<file path="config.mk">
export PLATFORM = sky130hd
export DESIGN_NAME = axil_fb_slave
export DESIGN_NICKNAME = d
export VERILOG_FILES = /design/src/design/fb_pkg.sv /design/src/design/axil_fb_slave.sv
export SDC_FILE = /design/constraint.sdc
export NUM_CORES = 1
export LEC_CHECK = 0
export BUFFER_PORTS_ARGS = -buffer_cell sky130_fd_sc_hd__buf_4
export CELL_PAD_IN_SITES_DETAIL_PLACEMENT = 1
export CELL_PAD_IN_SITES_GLOBAL_PLACEMENT = 1
export CORE_ASPECT_RATIO = 1.4
export CORE_MARGIN = 8
export CORE_UTILIZATION = 35
export CTS_BUF_LIST = sky130_fd_sc_hd__clkbuf_4 sky130_fd_sc_hd__clkbuf_8
export CTS_CLUSTER_DIAMETER = 150
export DETAILED_ROUTE_END_ITERATION = 7
export GPL_TIMING_DRIVEN = 1
export PLACE_DENSITY = 0.76
export SLEW_MARGIN = 40
export SYNTH_ARGS = -nofsm -noshare
export SYNTH_HDL_FRONTEND = slang
export SYNTH_SLANG_ARGS = --single-unit
</file>
<file path="constraint.sdc">
create_clock -name clk_pix -period 2.7 [get_ports clk_pix]
set_input_delay 0 -clock clk_pix [delete_from_list [all_inputs] [get_ports clk_pix]]
set_output_delay 0 -clock clk_pix [all_outputs]
set_load 0.05 [all_outputs]
</file>
<file path="src/design/fb_pkg.sv">
// ================================================
// shared package: 480p timing, colour widths,
// axi address map and state enums
// ================================================
`default_nettype none

package fb_pkg;

    // 640x480 active area and blanking
    localparam int H_RES   = 640;
    localparam int V_RES   = 480;
    localparam int H_FP    = 16;
    localparam int H_SYNC  = 96;
    localparam int H_BP    = 48;
    localparam int V_FP    = 10;
    localparam int V_SYNC  = 2;
    localparam int V_BP    = 33;
    localparam int H_BLANK = H_FP + H_SYNC + H_BP;  // 160
    localparam int V_BLANK = V_FP + V_SYNC + V_BP;  // 45

    localparam int CORDW = 16;         // signed screen coords
    localparam int CHANW = 4;          // bits per channel
    localparam int COLRW = 3 * CHANW;  // rgb
    localparam int CIDXW = 4;          // palette index

    localparam int AXI_AW = 20;
    localparam int AXI_DW = 32;
    localparam logic [AXI_AW-1:0] REG_FRAME_COUNT = AXI_AW'('h20000);

    typedef enum logic [1:0] {AXS_IDLE, AXS_WRITE, AXS_WRESP, AXS_RDATA} axil_state_t;
    typedef enum logic [1:0] {REGION_FB, REGION_PAL, REGION_STATUS, REGION_NONE} region_t;
    typedef enum logic [1:0] {FILL_IDLE, FILL_RUN, FILL_DONE} fill_state_t;

endpackage

`default_nettype wire
</file>
<file path="src/design/axil_fb_slave.sv">
// ================================================
// axi4-lite slave: framebuffer and palette writes,
// frame counter read
// ================================================
`default_nettype none
`timescale 1ns/1ps

module axil_fb_slave #(
    parameter int FB_PIXELS = 19200
) (
    input  logic                       clk_pix,
    input  logic                       rst,
    input  logic [fb_pkg::AXI_AW-1:0]  s_axil_awaddr,
    input  logic                       s_axil_awvalid,
    output logic                       s_axil_awready,
    input  logic [fb_pkg::AXI_DW-1:0]  s_axil_wdata,
    input  logic [fb_pkg::AXI_DW/8-1:0] s_axil_wstrb,
    input  logic                       s_axil_wvalid,
    output logic                       s_axil_wready,
    output logic [1:0]                 s_axil_bresp,
    output logic                       s_axil_bvalid,
    input  logic                       s_axil_bready,
    input  logic [fb_pkg::AXI_AW-1:0]  s_axil_araddr,
    input  logic                       s_axil_arvalid,
    output logic                       s_axil_arready,
    output logic [fb_pkg::AXI_DW-1:0]  s_axil_rdata,
    output logic [1:0]                 s_axil_rresp,
    output logic                       s_axil_rvalid,
    input  logic                       s_axil_rready,
    input  logic                       frame,
    output logic                       fb_we,
    output logic [$clog2(FB_PIXELS)-1:0] fb_addr,
    output logic [fb_pkg::CIDXW-1:0]   fb_data,
    output logic                       pal_we,
    output logic [fb_pkg::CIDXW-1:0]   pal_addr,
    output logic [fb_pkg::COLRW-1:0]   pal_data
);

    localparam int FB_ADDRW = $clog2(FB_PIXELS);
    localparam logic [1:0] RESP_OKAY   = 2'b00;
    localparam logic [1:0] RESP_SLVERR = 2'b10;

    fb_pkg::axil_state_t state;
    logic [31:0] frame_cnt;

    // bits 17:16 pick the target, anything above must be zero
    function automatic fb_pkg::region_t decode(input logic [fb_pkg::AXI_AW-1:0] addr);
        if (addr[fb_pkg::AXI_AW-1:18] != '0) return fb_pkg::REGION_NONE;
        case (addr[17:16])
            2'd0:    return fb_pkg::REGION_FB;
            2'd1:    return fb_pkg::REGION_PAL;
            2'd2:    return fb_pkg::REGION_STATUS;
            default: return fb_pkg::REGION_NONE;
        endcase
    endfunction

    always_ff @(posedge clk_pix) begin
        if (rst) frame_cnt <= '0;
        else if (frame) frame_cnt <= frame_cnt + 32'd1;
    end

    always_ff @(posedge clk_pix) begin
        fb_we  <= 1'b0;  // strobes last one cycle
        pal_we <= 1'b0;
        if (rst) begin
            state          <= fb_pkg::AXS_IDLE;
            s_axil_awready <= 1'b0;
            s_axil_wready  <= 1'b0;
            s_axil_bvalid  <= 1'b0;
            s_axil_arready <= 1'b0;
            s_axil_rvalid  <= 1'b0;
        end else begin
            case (state)
                fb_pkg::AXS_IDLE: begin
                    if (s_axil_arready) begin  // read handshake this cycle
                        s_axil_arready <= 1'b0;
                        s_axil_rvalid  <= 1'b1;
                        if (s_axil_araddr == fb_pkg::REG_FRAME_COUNT) begin
                            s_axil_rdata <= frame_cnt;
                            s_axil_rresp <= RESP_OKAY;
                        end else begin
                            s_axil_rdata <= '0;
                            s_axil_rresp <= RESP_SLVERR;
                        end
                        state <= fb_pkg::AXS_RDATA;
                    end else if (s_axil_awvalid && s_axil_wvalid) begin  // write wins
                        s_axil_awready <= 1'b1;
                        s_axil_wready  <= 1'b1;
                        state          <= fb_pkg::AXS_WRITE;
                    end else if (s_axil_arvalid) begin
                        s_axil_arready <= 1'b1;
                    end
                end
                fb_pkg::AXS_WRITE: begin  // aw and w complete here
                    s_axil_awready <= 1'b0;
                    s_axil_wready  <= 1'b0;
                    s_axil_bvalid  <= 1'b1;
                    s_axil_bresp   <= RESP_SLVERR;
                    fb_addr        <= s_axil_awaddr[FB_ADDRW-1:0];
                    fb_data        <= s_axil_wdata[fb_pkg::CIDXW-1:0];
                    pal_addr       <= s_axil_awaddr[fb_pkg::CIDXW-1:0];
                    pal_data       <= s_axil_wdata[fb_pkg::COLRW-1:0];
                    case (decode(s_axil_awaddr))
                        fb_pkg::REGION_FB: begin
                            if (s_axil_awaddr[15:0] < FB_PIXELS) begin
                                fb_we        <= 1'b1;
                                s_axil_bresp <= RESP_OKAY;
                            end
                        end
                        fb_pkg::REGION_PAL: begin
                            pal_we       <= 1'b1;
                            s_axil_bresp <= RESP_OKAY;
                        end
                        default: ;  // status is read only
                    endcase
                    state <= fb_pkg::AXS_WRESP;
                end
                fb_pkg::AXS_WRESP: begin
                    if (s_axil_bready) begin
                        s_axil_bvalid <= 1'b0;
                        state         <= fb_pkg::AXS_IDLE;
                    end
                end
                default: begin  // AXS_RDATA
                    if (s_axil_rready) begin
                        s_axil_rvalid <= 1'b0;
                        state         <= fb_pkg::AXS_IDLE;
                    end
                end
            endcase
        end
    end

endmodule

`default_nettype wire

</file>
# Yosys cells after proc, flatten, opt, wreduce, memory -nomap -nowiden

Index checks and enable logic that the tools add are counted.

Add/subtract/negate cells: 1
Equality and inequality tests: 11
Reductions and logical operators: 18
Bitwise operators: 4
$lt $le $gt $ge: 1
Multiplexer cells: 29

Operators by type and width:

| cell                  | number |
|---|---|
| $add 32x1->32 const B | 1 |
| $eq 20x18->1 const B  | 1 |
| $mux 2                | 10 |
| $lt 16x15->1 const B  | 1 |
| $mux 1                | 13 |
| $pmux 2 s3            | 2 |
| $reduce_and 3->1      | 4 |
| $ne 2x2->1 const B    | 4 |
| $reduce_bool 2->1     | 4 |
| $eq 2x1->1 const B    | 3 |
| $logic_not 2->1       | 3 |
| $pmux 1 s2            | 3 |
| $eq 2x2->1 const B    | 2 |
| $not 1->1             | 4 |
| $pmux 2 s2            | 1 |
| $reduce_and 2->1      | 2 |
| $reduce_bool 4->1     | 1 |
| $reduce_or 2->1       | 2 |
| $ne 3x3->1 const B    | 1 |
| $reduce_or 3->1       | 1 |
| $logic_and 1x1->1     | 1 |

Logic and storage cells: 79
Register bits after elaboration: 111
Bits of input ports: 84
Output and inout port bits: 78

# Longest topological paths before layout

Gate-level depths: netlist (run 1).

Depth in word-level cells: 10
Gate-level depth with buffers: 7

# Worst setup path before layout (run 1)

Ideal clock, no wire load.

Path type: reg-to-reg
Start point: register s_axil_arready
End point: register s_axil_rdata[0] (netlist bit), enable pin
Library setup time: 0.423 ns
Cell stages (with the launch flop): 3
Path slack: 0.086 ns
Arrival time: 2.191 ns
Path through: dfxtp_1 > nand2_1 > nor2_1

Word-level cells in the longest chain between the ends: 1

Ends and longest elaborated chain:

| element                    | line                | source |
|---|---|---|
| start, declared            | axil_fb_slave.sv:25 | `output logic s_axil_arready,` |
| start signal, assigned     | axil_fb_slave.sv:70 | `s_axil_arready <= 1'b0;` |
| start signal, assigned     | axil_fb_slave.sv:76 | `s_axil_arready <= 1'b0;` |
| start signal, assigned     | axil_fb_slave.sv:91 | `s_axil_arready <= 1'b1;` |
| $reduce_and 3->1 (no line) | --                  |  |
| end signal, assigned       | axil_fb_slave.sv:79 | `s_axil_rdata <= frame_cnt;` |
| end, declared              | axil_fb_slave.sv:26 | `output logic [fb_pkg::AXI_DW-1:0] s_axil_rdata,` |

Every way passes these cells.
A chain may end at the register's enable or synchronous reset.

# Worst setup path after layout (run 1)

Start point: register frame_cnt[3]
End point: register frame_cnt[27]

Word-level cells in the longest chain between the ends: 1

Ends and longest elaborated chain:

| element                | line                | source |
|---|---|---|
| start, declared        | axil_fb_slave.sv:44 | `logic [31:0] frame_cnt;` |
| start signal, assigned | axil_fb_slave.sv:59 | `else if (frame) frame_cnt <= frame_cnt + 32'd1;` |
| $add 32x1->32          | axil_fb_slave.sv:59 |  |

Every way passes these cells.

==> flow_summary.yaml, run 1 <==
route:
  drcViolationCount: 0
  vias_per_cell: 5.009
  drtPass1Iterations: 4
  drtIter0Drc: 167
  vias: 3301
  post_drt_wl_per_cell_um: 18.30
  routed_wl_um: 12060
  drt.antenna.violating_nets: 0
setup_path:
  cp-start-kind: "register"
  rr_startpoint: "frame_cnt[3]$_SDFFE_PP0P_"
  critical_path_class: "reg2reg"
  cp_top_family: "simple AND/OR/NAND/NOR gates"
  cpPeakStageDelay_ns: 0.82
  required_ns: 3.00
  r2r_end: "frame_cnt[27]$_SDFFE_PP0P_"
  r2r_slack_ns: 0.40
  path_max_fanout: 18
  slowest_stage: "or4_1"
  cp.depth: 4
  path_buf_inv: 0
  path_common_cell: "or4_1"
  rr_worst_depth: 4
  cp-endpoint: "frame_cnt[27]$_SDFFE_PP0P_"
  startpoint: "frame_cnt[3]$_SDFFE_PP0P_"
  crit_path_end_kind: "register"
  crit_path_cell_trace: "nand4_2, or4_1, or4_1, a21oi_1"
  crit_arrival_ns: 2.60
final_layout:
  utilization: 0.4949
  final_cells: 659
  fin_nets: 596
  syn_to_final_growth_pct: 40.00
  n_antenna_cell: 0
  final_area_sq_um: 5763
  drive_gt1_frac: 0.3203
  fillCellCount: 1260
synthesis:
  synthTopCellsByArea: "edfxtp_1 (44%), dfxtp_1 (19%), and2_1 (4.6%), or4_1 (3.1%), a21oi_1 (3.0%)"
  synth_edf_count: 61
  avgSynthCellArea_sq_um: 11.97
  ys_warn_count: 0
  synth.ff_latch_count: 101
  synthFlopType: "edfxtp_1"
  synth_top_area_frac: 0.4450
  synth_area_leader_cell: "edfxtp_1"
  ys_seq_area_frac: 0.6395
  syn_inst: 344
  async_reset_ff_frac: 0
  synth.distinct_cells: 39
  syn_area_sq_um: 4116
place:
  gp_congestion: 0.7665
  port-buffer-count: 135
  place_area_sq_um: 5233
  placedCellCount: 608
  hpwl_um: 8141
die:
  die_h_um: 144.3
  coreArea_sq_um: 11640
  rows: 47
  io_pins: 162
  die_area_sq_um: 15540
  initial_core_util: 0.3535
  die_x_um: 107.7
global_route:
  grt_use_total: 0.1524
  grt_max_degree: 41
  grt_pass1_wl_um: 18280
  antenna_found_initial: 0
  grt_pass1_vias: 3454
  grt.overflow.total: 0
clock_network:
  numCtsBuffers: 9
  cts_sinks: 101
  cts.path.max_buffers: 2
  htree_num_levels: 3
  ctsHoldBuffers: 35
  root_buffer: "clkbuf_8"
  cts_repair_resize_count: 0
  cts_setup_buffers: 0
  clkTransAtPathRegs_ns: 0.11
  tritoncts: "built"
  worstSkewPairLatency_ns: 0.37
sta:
  slew_headroom: 0.6309
  min_period_over_period: 0.8526
  final_max_slew_viol_count: 0
  skew_ns: 0.01545
  post-route-min-period_ns: 2.302
  finalSetupViolCount: 0
  rsz0062_at_grt: "no"
  finalHoldViolCount: 0
  worstMarginPinSlew_ns: 0.5536
  max_freq_mhz: 434.4
  setup_tns_ns: 0
pwr:
  power.leakage_nw: 2.191
  vdd_drop_max_uv: 377.7
  cellPowerDensity_nw_per_um2: 631.8
hold_path:
  hp-class: "in2reg"
  min_path_cells: 2
flow_run:
  maxCapViolCount: 0
outcome:
  status: "finished clean"
cell usage in the layout (no fill, tap or decap), types with 3 or more instances in the layout:
master,netlist,routed
xnor2_1,6,6
nand3_1,10,10
o21ai_0,6,6
clkbuf_8,0,9
dfxtp_1,40,40
buf_4,11,141
inv_6,0,4
and3_1,3,3
ha_1,5,5
o31ai_1,15,15
nand2_1,17,17
or3_1,3,3
and2_1,30,30
or4_1,17,17
nor3_1,7,7
nor2b_1,5,4
nor2_1,20,19
inv_1,8,8
and4_1,5,5
dlygate4sd3_1,0,35
edfxtp_1,61,61
nor4_1,6,6
xor2_1,6,6
a21oi_1,25,25
nand4_1,8,8
where the power goes:
part,switching (mW),internal (mW),total (mW),leakage [nW]
logic,0.616,0.310,0.926,1.22
clock network,0.547,0.349,0.895,0.0910
registers,0.0593,1.76,1.82,0.883
total,1.22,2.42,3.64,2.19
worst register-to-register path, stage by stage (launching register included):
cell and delay (ns):
dfxtp_1 0.47, nand4_2 0.20, or4_1 0.82, or4_1 0.60
a21oi_1 0.15
layer usage:
layer,global-route usage,wire (um),up-vias
li1,-,-,1582
met1,0.1538,4533,1607
met2,0.2927,6713,103
met3,0.03836,634,9
met4,0.05059,180,0
met5,0,0,-
Yosys cell counts, drive strengths merged, types with 8 or more instances:
| cell | n |
|---|---|
| o31ai | 15 |
| nand4 | 10 |
| inv | 8 |
| nor2 | 20 |
| nand2 | 17 |
| nand3 | 10 |
| buf | 17 |
| edfxtp | 61 |
| a21oi | 25 |
| and2 | 30 |
| or4 | 17 |
| dfxtp | 40 |
| clkbuf | 8 |
stage by stage:
stage | hold slack [ns] | power (mW) | setup WS, ns
after detailed placement | 0.1797 | 2.736 | 0.4389
after CTS | 0.01285 | 3.677 | 0.3933
after floorplan | 0.09887 | 2.441 | 0.08617
after global placement | 0.1782 | 2.701 | 0.4869
final | 0.05613 | 3.641 | 0.3980
after global routing | 0.05294 | 3.796 | 0.2638
how the worst min path moves through the flow:
stage | end | slack, ns | startpoint
global placement | pal_data[8]$_DFFE_PP_ | 0.18 | s_axil_wdata[8]
CTS | fb_we$_SDFF_PP0_ | 0.01 | s_axil_awaddr[15]
finish | frame_cnt[9]$_SDFFE_PP0P_ | 0.06 | rst
detailed placement | fb_addr[4]$_DFFE_PP_ | 0.18 | s_axil_awaddr[4]
global route | fb_we$_SDFF_PP0_ | 0.05 | s_axil_awaddr[15]
floorplan | fb_addr[0]$_DFFE_PP_ | 0.1 | s_axil_awaddr[0]
final cells by class:
type                    instances  area [sq um]  share of cell area
multi-input cells             211          1328              0.2304
repair buffers                176          1409              0.2445
clock buffers                   9         123.9             0.02149
inverters                       8         30.03            0.005211
well taps                     147         183.9             0.03191
flip-flops and latches        101          2633              0.4568
clock inverters                 7         56.30            0.009770
state kept, by name, summed over array words and instances, names as in the netlist, 2 cells and up:
register and flops:
s_axil_rdata 32, state 2, frame_cnt 32, pal_data 9, fb_addr 15, fb_data 3
logic make-up (layout without fill, tap and decap cells):
family,after synthesis,count (layout),share of synthesized area
adders and majority gates,5,5,0.01520
muxes,2,2,0.004863
DFF,101,101,0.6395
xor gates and xnor gates,12,12,0.02553
other,1,2,0.0009110
and+or+nand+nor,137,137,0.1936
AOI/OAI and AO/OA,53,53,0.07903
buffers and inverters,33,200,0.04134
No activity file was read; power rests on OpenSTA's default activity.
==> run 2: changes to the inputs <==
--- a/config.mk
+++ b/config.mk
@@ -15,7 +15,7 @@
 export CTS_CLUSTER_DIAMETER = 150
 export DETAILED_ROUTE_END_ITERATION = 7
 export GPL_TIMING_DRIVEN = 1
-export PLACE_DENSITY = 0.76
+export PLACE_DENSITY = 0.8
 export SLEW_MARGIN = 40
 export SYNTH_ARGS = -nofsm -noshare
 export SYNTH_HDL_FRONTEND = slang
==> flow_summary.yaml, run 2 (synthesized netlist as in run 1, its figures left out) <==
final_layout:
  layout_commonest_cell: "buf_4"
  drive_gt1_frac: 0.3190
  layout_common_cells: "buf_4 (140), edfxtp_1 (61), dfxtp_1 (40), dlygate4sd3_1 (35), and2_1 (30)"
  n_antenna_cell: 0
  largestRegisters: "frame_cnt (32), s_axil_rdata (32), fb_addr (15)"
  multi_input_area_sq_um: 1328
  final_cells: 658
  final_area_sq_um: 5758
  fin_nets: 595
  seq_area_sq_um: 2633
  fillCellCount: 1261
  syn_to_final_growth_pct: 39.88
sta:
  skew_ns: 0.01457
  worstMarginPinSlew_ns: 0.5358
  slew_headroom: 0.6428
  finalHoldViolCount: 0
  post-route-min-period_ns: 2.324
  hold_ws_ns: 0.03535
  finalSetupViolCount: 0
  min_period_over_period: 0.8608
  final_max_slew_viol_count: 0
  setup_tns_ns: 0
  rsz0062_at_grt: "no"
  max_freq_mhz: 430.3
route:
  post_drt_wl_per_cell_um: 18.52
  drtIter0Drc: 129
  routed_wl_um: 12180
  vias: 3325
  vias_per_cell: 5.053
  drcViolationCount: 0
  drt.antenna.violating_nets: 0
  drtPass1Iterations: 4
global_route:
  grt_pass1_wl_um: 19220
  grt.overflow.total: 0
  antenna_found_initial: 0
  grt_max_degree: 41
  grt_pass1_vias: 3628
  grt_use_total: 0.1588
clock_network:
  cts_setup_buffers: 0
  ctsHoldBuffers: 35
  worstSkewPairLatency_ns: 0.38
  root_buffer: "clkbuf_8"
  htree_num_levels: 3
  clkTransAtPathRegs_ns: 0.11
  cts.path.max_buffers: 2
  numCtsBuffers: 9
  tritoncts: "built"
  cts_repair_resize_count: 0
  cts_sinks: 101
place:
  hpwl_um: 8548
  place_area_sq_um: 5225
  gp_congestion: 0.7445
  placedCellCount: 607
  port-buffer-count: 135
die:
  coreArea_sq_um: 11640
  die_h_um: 144.3
  io_pins: 162
  rows: 47
  die_x_um: 107.7
  die_area_sq_um: 15540
  initial_core_util: 0.3535
setup_path:
  path_buf_inv: 0
  cp-start-kind: "register"
  required_ns: 3.00
  slowest_stage: "or4_1"
  crit_arrival_ns: 2.62
  cpPeakStageDelay_ns: 0.84
  crit_path_end_kind: "register"
  critical_path_class: "reg2reg"
  crit_path_cell_trace: "nand4_1, or4_1, or4_1, a21oi_1"
  path_common_cell: "or4_1"
  cp_top_family: "simple AND/OR/NAND/NOR gates"
  path_max_fanout: 18
pwr:
  cellPowerDensity_nw_per_um2: 633.8
  power_mw: 3.649
  power.leakage_nw: 2.193
  vdd_drop_max_uv: 384.1
flow_run:
  maxCapViolCount: 0
outcome:
  status: "finished clean"
hold_path:
  hp-class: "in2reg"
==> run 2: path summary, 6_finish.rpt <==
path | start | slack, ns | endpoint | depth (start not counted)
hold / removal | s_axil_awaddr[15] | 0.04 | fb_we$_SDFF_PP0_ | 4
setup / recovery | frame_cnt[8]$_SDFFE_PP0P_ | 0.38 | frame_cnt[31]$_SDFFE_PP0P_ | 4
hold reg to reg | frame_cnt[22]$_SDFFE_PP0P_ | 0.50 | frame_cnt[22]$_SDFFE_PP0P_ | 2
setup reg to reg | frame_cnt[8]$_SDFFE_PP0P_ | 0.38 | frame_cnt[31]$_SDFFE_PP0P_ | 4
==> run 2: area by class of cell <==
type,instances,share of cell area
clock buffer,10,0.02390
sequential,101,0.4572
tap,147,0.03194
clock inverter,6,0.007823
multi-input combinational,211,0.2306
timing repair buffer,175,0.2434
inverter,8,0.005215
==> run 2: metrics by stage <==
step,utilization,worst slack [ns]
6_report,0.4945,0.3759
5_1_grt,0.4945,0.1828
4_1_cts,0.4945,0.3586
3_5_place_dp,0.4487,0.4182
3_3_place_gp,0.4487,0.5080
2_1_floorplan,-,0.08617
==> run 2: worst min-delay path, stage by stage <==
cell,delay [ns]
buf_4,0.08
nand2b_1,0.09
a21oi_1,0.05
and3b_1,0.15
==> run 2: per-layer routing <==
layer	GRT usage	wire, um	vias to the layer above
li1	-	-	1581
met1	0.1604	4439	1630
met2	0.3021	6836	98
met3	0.03167	676	16
met4	0.07185	231	0
met5	0	0	-
==> run 2: power breakdown <==
| group | total, mW | internal [mW] | switching (mW) |
|---|---|---|---|
| registers | 1.82 | 1.76 | 0.0558 |
| logic | 0.922 | 0.310 | 0.612 |
| clock network | 0.912 | 0.367 | 0.544 |
==> run 3: changes to the inputs <==
--- a/config.mk
+++ b/config.mk
@@ -9,13 +9,14 @@
 export CELL_PAD_IN_SITES_DETAIL_PLACEMENT = 1
 export CELL_PAD_IN_SITES_GLOBAL_PLACEMENT = 1
 export CORE_ASPECT_RATIO = 1.4
-export CORE_MARGIN = 8
+export CORE_MARGIN = 4
 export CORE_UTILIZATION = 35
 export CTS_BUF_LIST = sky130_fd_sc_hd__clkbuf_4 sky130_fd_sc_hd__clkbuf_8
 export CTS_CLUSTER_DIAMETER = 150
 export DETAILED_ROUTE_END_ITERATION = 7
 export GPL_TIMING_DRIVEN = 1
 export PLACE_DENSITY = 0.8
+export REMOVE_ABC_BUFFERS = 1
 export SLEW_MARGIN = 40
 export SYNTH_ARGS = -nofsm -noshare
 export SYNTH_HDL_FRONTEND = slang
==> flow_summary.yaml, run 3 (synthesized netlist as in run 1, its figures left out) <==
setup_path:
  rr_worst_depth: 4
  path_common_cell: "or4_1"
  cp_top_family: "simple AND/OR/NAND/NOR gates"
  cp.depth: 4
  r2r_end: "frame_cnt[31]$_SDFFE_PP0P_"
  crit_arrival_ns: 2.65
  required_ns: 3.00
  startpoint: "frame_cnt[3]$_SDFFE_PP0P_"
  rr_startpoint: "frame_cnt[3]$_SDFFE_PP0P_"
  crit_path_cell_trace: "nand4_2, or4_1, or4_1, a21oi_1"
  cp-endpoint: "frame_cnt[31]$_SDFFE_PP0P_"
  cpPeakStageDelay_ns: 0.84
  slowest_stage: "or4_1"
  path_buf_inv: 0
  critical_path_class: "reg2reg"
  r2r_slack_ns: 0.35
  cp-start-kind: "register"
  path_max_fanout: 18
  crit_path_end_kind: "register"
place:
  post-place-ws_ns: 0.3482
  gp_congestion: 0.7747
  port-buffer-count: 135
  hpwl_um: 7713
  place_area_sq_um: 5229
  placedCellCount: 605
final_layout:
  drive_gt1_frac: 0.3216
  layout_common_cells: "buf_4 (141), edfxtp_1 (61), dfxtp_1 (40), dlygate4sd3_1 (33), and2_1 (30)"
  syn_to_final_growth_pct: 40.64
  fin_nets: 594
  largestRegisters: "frame_cnt (32), s_axil_rdata (32), fb_addr (15)"
  final_cells: 655
  utilization: 0.5080
  layout_commonest_cell: "buf_4"
  final_area_sq_um: 5789
global_route:
  grt_use_total: 0.1769
  grt_pass1_vias: 3562
  grt_pass1_wl_um: 18620
  grt_max_degree: 41
  antenna_found_initial: 1
  grt.overflow.total: 0
route:
  vias: 3302
  drcViolationCount: 0
  drtPass1Iterations: 4
  drtIter0Drc: 152
  routed_wl_um: 11570
  post_drt_wl_per_cell_um: 17.67
  vias_per_cell: 5.041
  drt.antenna.violating_nets: 0
die:
  initial_core_util: 0.3612
  die_area_sq_um: 13590
  die_x_um: 99.66
  die_h_um: 136.3
  rows: 46
  io_pins: 162
  coreArea_sq_um: 11400
flow_run:
  maxCapViolCount: 0
pwr:
  cellPowerDensity_nw_per_um2: 658.6
  power.leakage_nw: 2.206
  vdd_drop_max_uv: 249.8
  power_mw: 3.813
sta:
  skew_ns: 0.01628
  final_max_slew_viol_count: 0
  rsz0062_at_grt: "no"
  finalWorstSetupSlack_ns: 0.3521
  slew_headroom: 0.5603
  hold_ws_ns: 0.03339
  worstMarginPinSlew_ns: 0.6571
  max_freq_mhz: 425.9
  min_period_over_period: 0.8696
  finalHoldViolCount: 0
  post-route-min-period_ns: 2.348
  setup_tns_ns: 0
  finalSetupViolCount: 0
clock_network:
  clkTransAtPathRegs_ns: 0.11
  root_buffer: "clkbuf_8"
  cts.path.max_buffers: 2
  htree_num_levels: 3
  numCtsBuffers: 9
  cts_sinks: 101
  cts_repair_resize_count: 0
  worstSkewPairLatency_ns: 0.37
  tritoncts: "built"
  cts_setup_buffers: 0
hold_path:
  hp-class: "in2reg"
outcome:
  status: "finished clean"
-- run 3: changes by cell type in the layout (fill, tap and decap cells not counted), sizes merged --
cell         previous run  this run
clkbuf                 10         9
inv                    10        11
bufinv                  0         2
clkinv                  4         2
buf                   140       141
diode                   0         1
dlygate4sd3            35        33
-- run 3: worst min path at each step --
stage	end	from	slack [ns]	cells past startpoint
2_1_floorplan	frame_cnt[13]$_SDFFE_PP0P_	rst	0.07	1
6_report	fb_we$_SDFF_PP0_	s_axil_awaddr[15]	0.03	4
5_1_grt	fb_we$_SDFF_PP0_	s_axil_awaddr[15]	0.03	4
3_3_place_gp	fb_addr[6]$_DFFE_PP_	s_axil_awaddr[6]	0.18	1
4_1_cts	fb_we$_SDFF_PP0_	s_axil_awaddr[15]	0.007	4
3_5_place_dp	fb_addr[6]$_DFFE_PP_	s_axil_awaddr[6]	0.18	1
-- run 3: layout make-up --
type	count	area (sq um)
Antenna cell	1	2.502
Clock buffer	9	123.9
Clock inverter	7	103.9
Fill cell	1237	5607
Inverter	8	30.03
Multi-Input combinational cell	211	1328
Sequential cell	101	2633
Tap cell	144	180.2
Timing Repair Buffer	174	1389
-- run 3: worst register-to-register path, stage by stage (launching register included) --
cell	delay [ns]
dfxtp_1	0.48
nand4_2	0.19
or4_1	0.84
or4_1	0.61
a21oi_1	0.17
-- run 3: what timing repair did --
item / 4_1_cts / 5_1_grt
setup endpoints to repair: 0 / 0
hold buffers: 33 / 0
hold endpoints to repair: 35 / 0
-- run 3: where the power goes --
| group | internal (mW) | leakage (nW) | switching, mW |
|---|---|---|---|
| registers | 1.76 | 0.883 | 0.0549 |
| logic | 0.308 | 1.21 | 0.604 |
| clock network | 0.535 | 0.115 | 0.550 |
| total | 2.60 | 2.21 | 1.21 |
-- run 3: layer usage --
metal  vias up  wire, um  global-route usage  share of wire
met1      1607      4260              0.1838           0.37
met5         -         0                   0              0
met4         0       316             0.07365          0.027
met2       100      6442              0.3367           0.56
li1       1578         -                   -              -
met3        17       552             0.04004          0.048
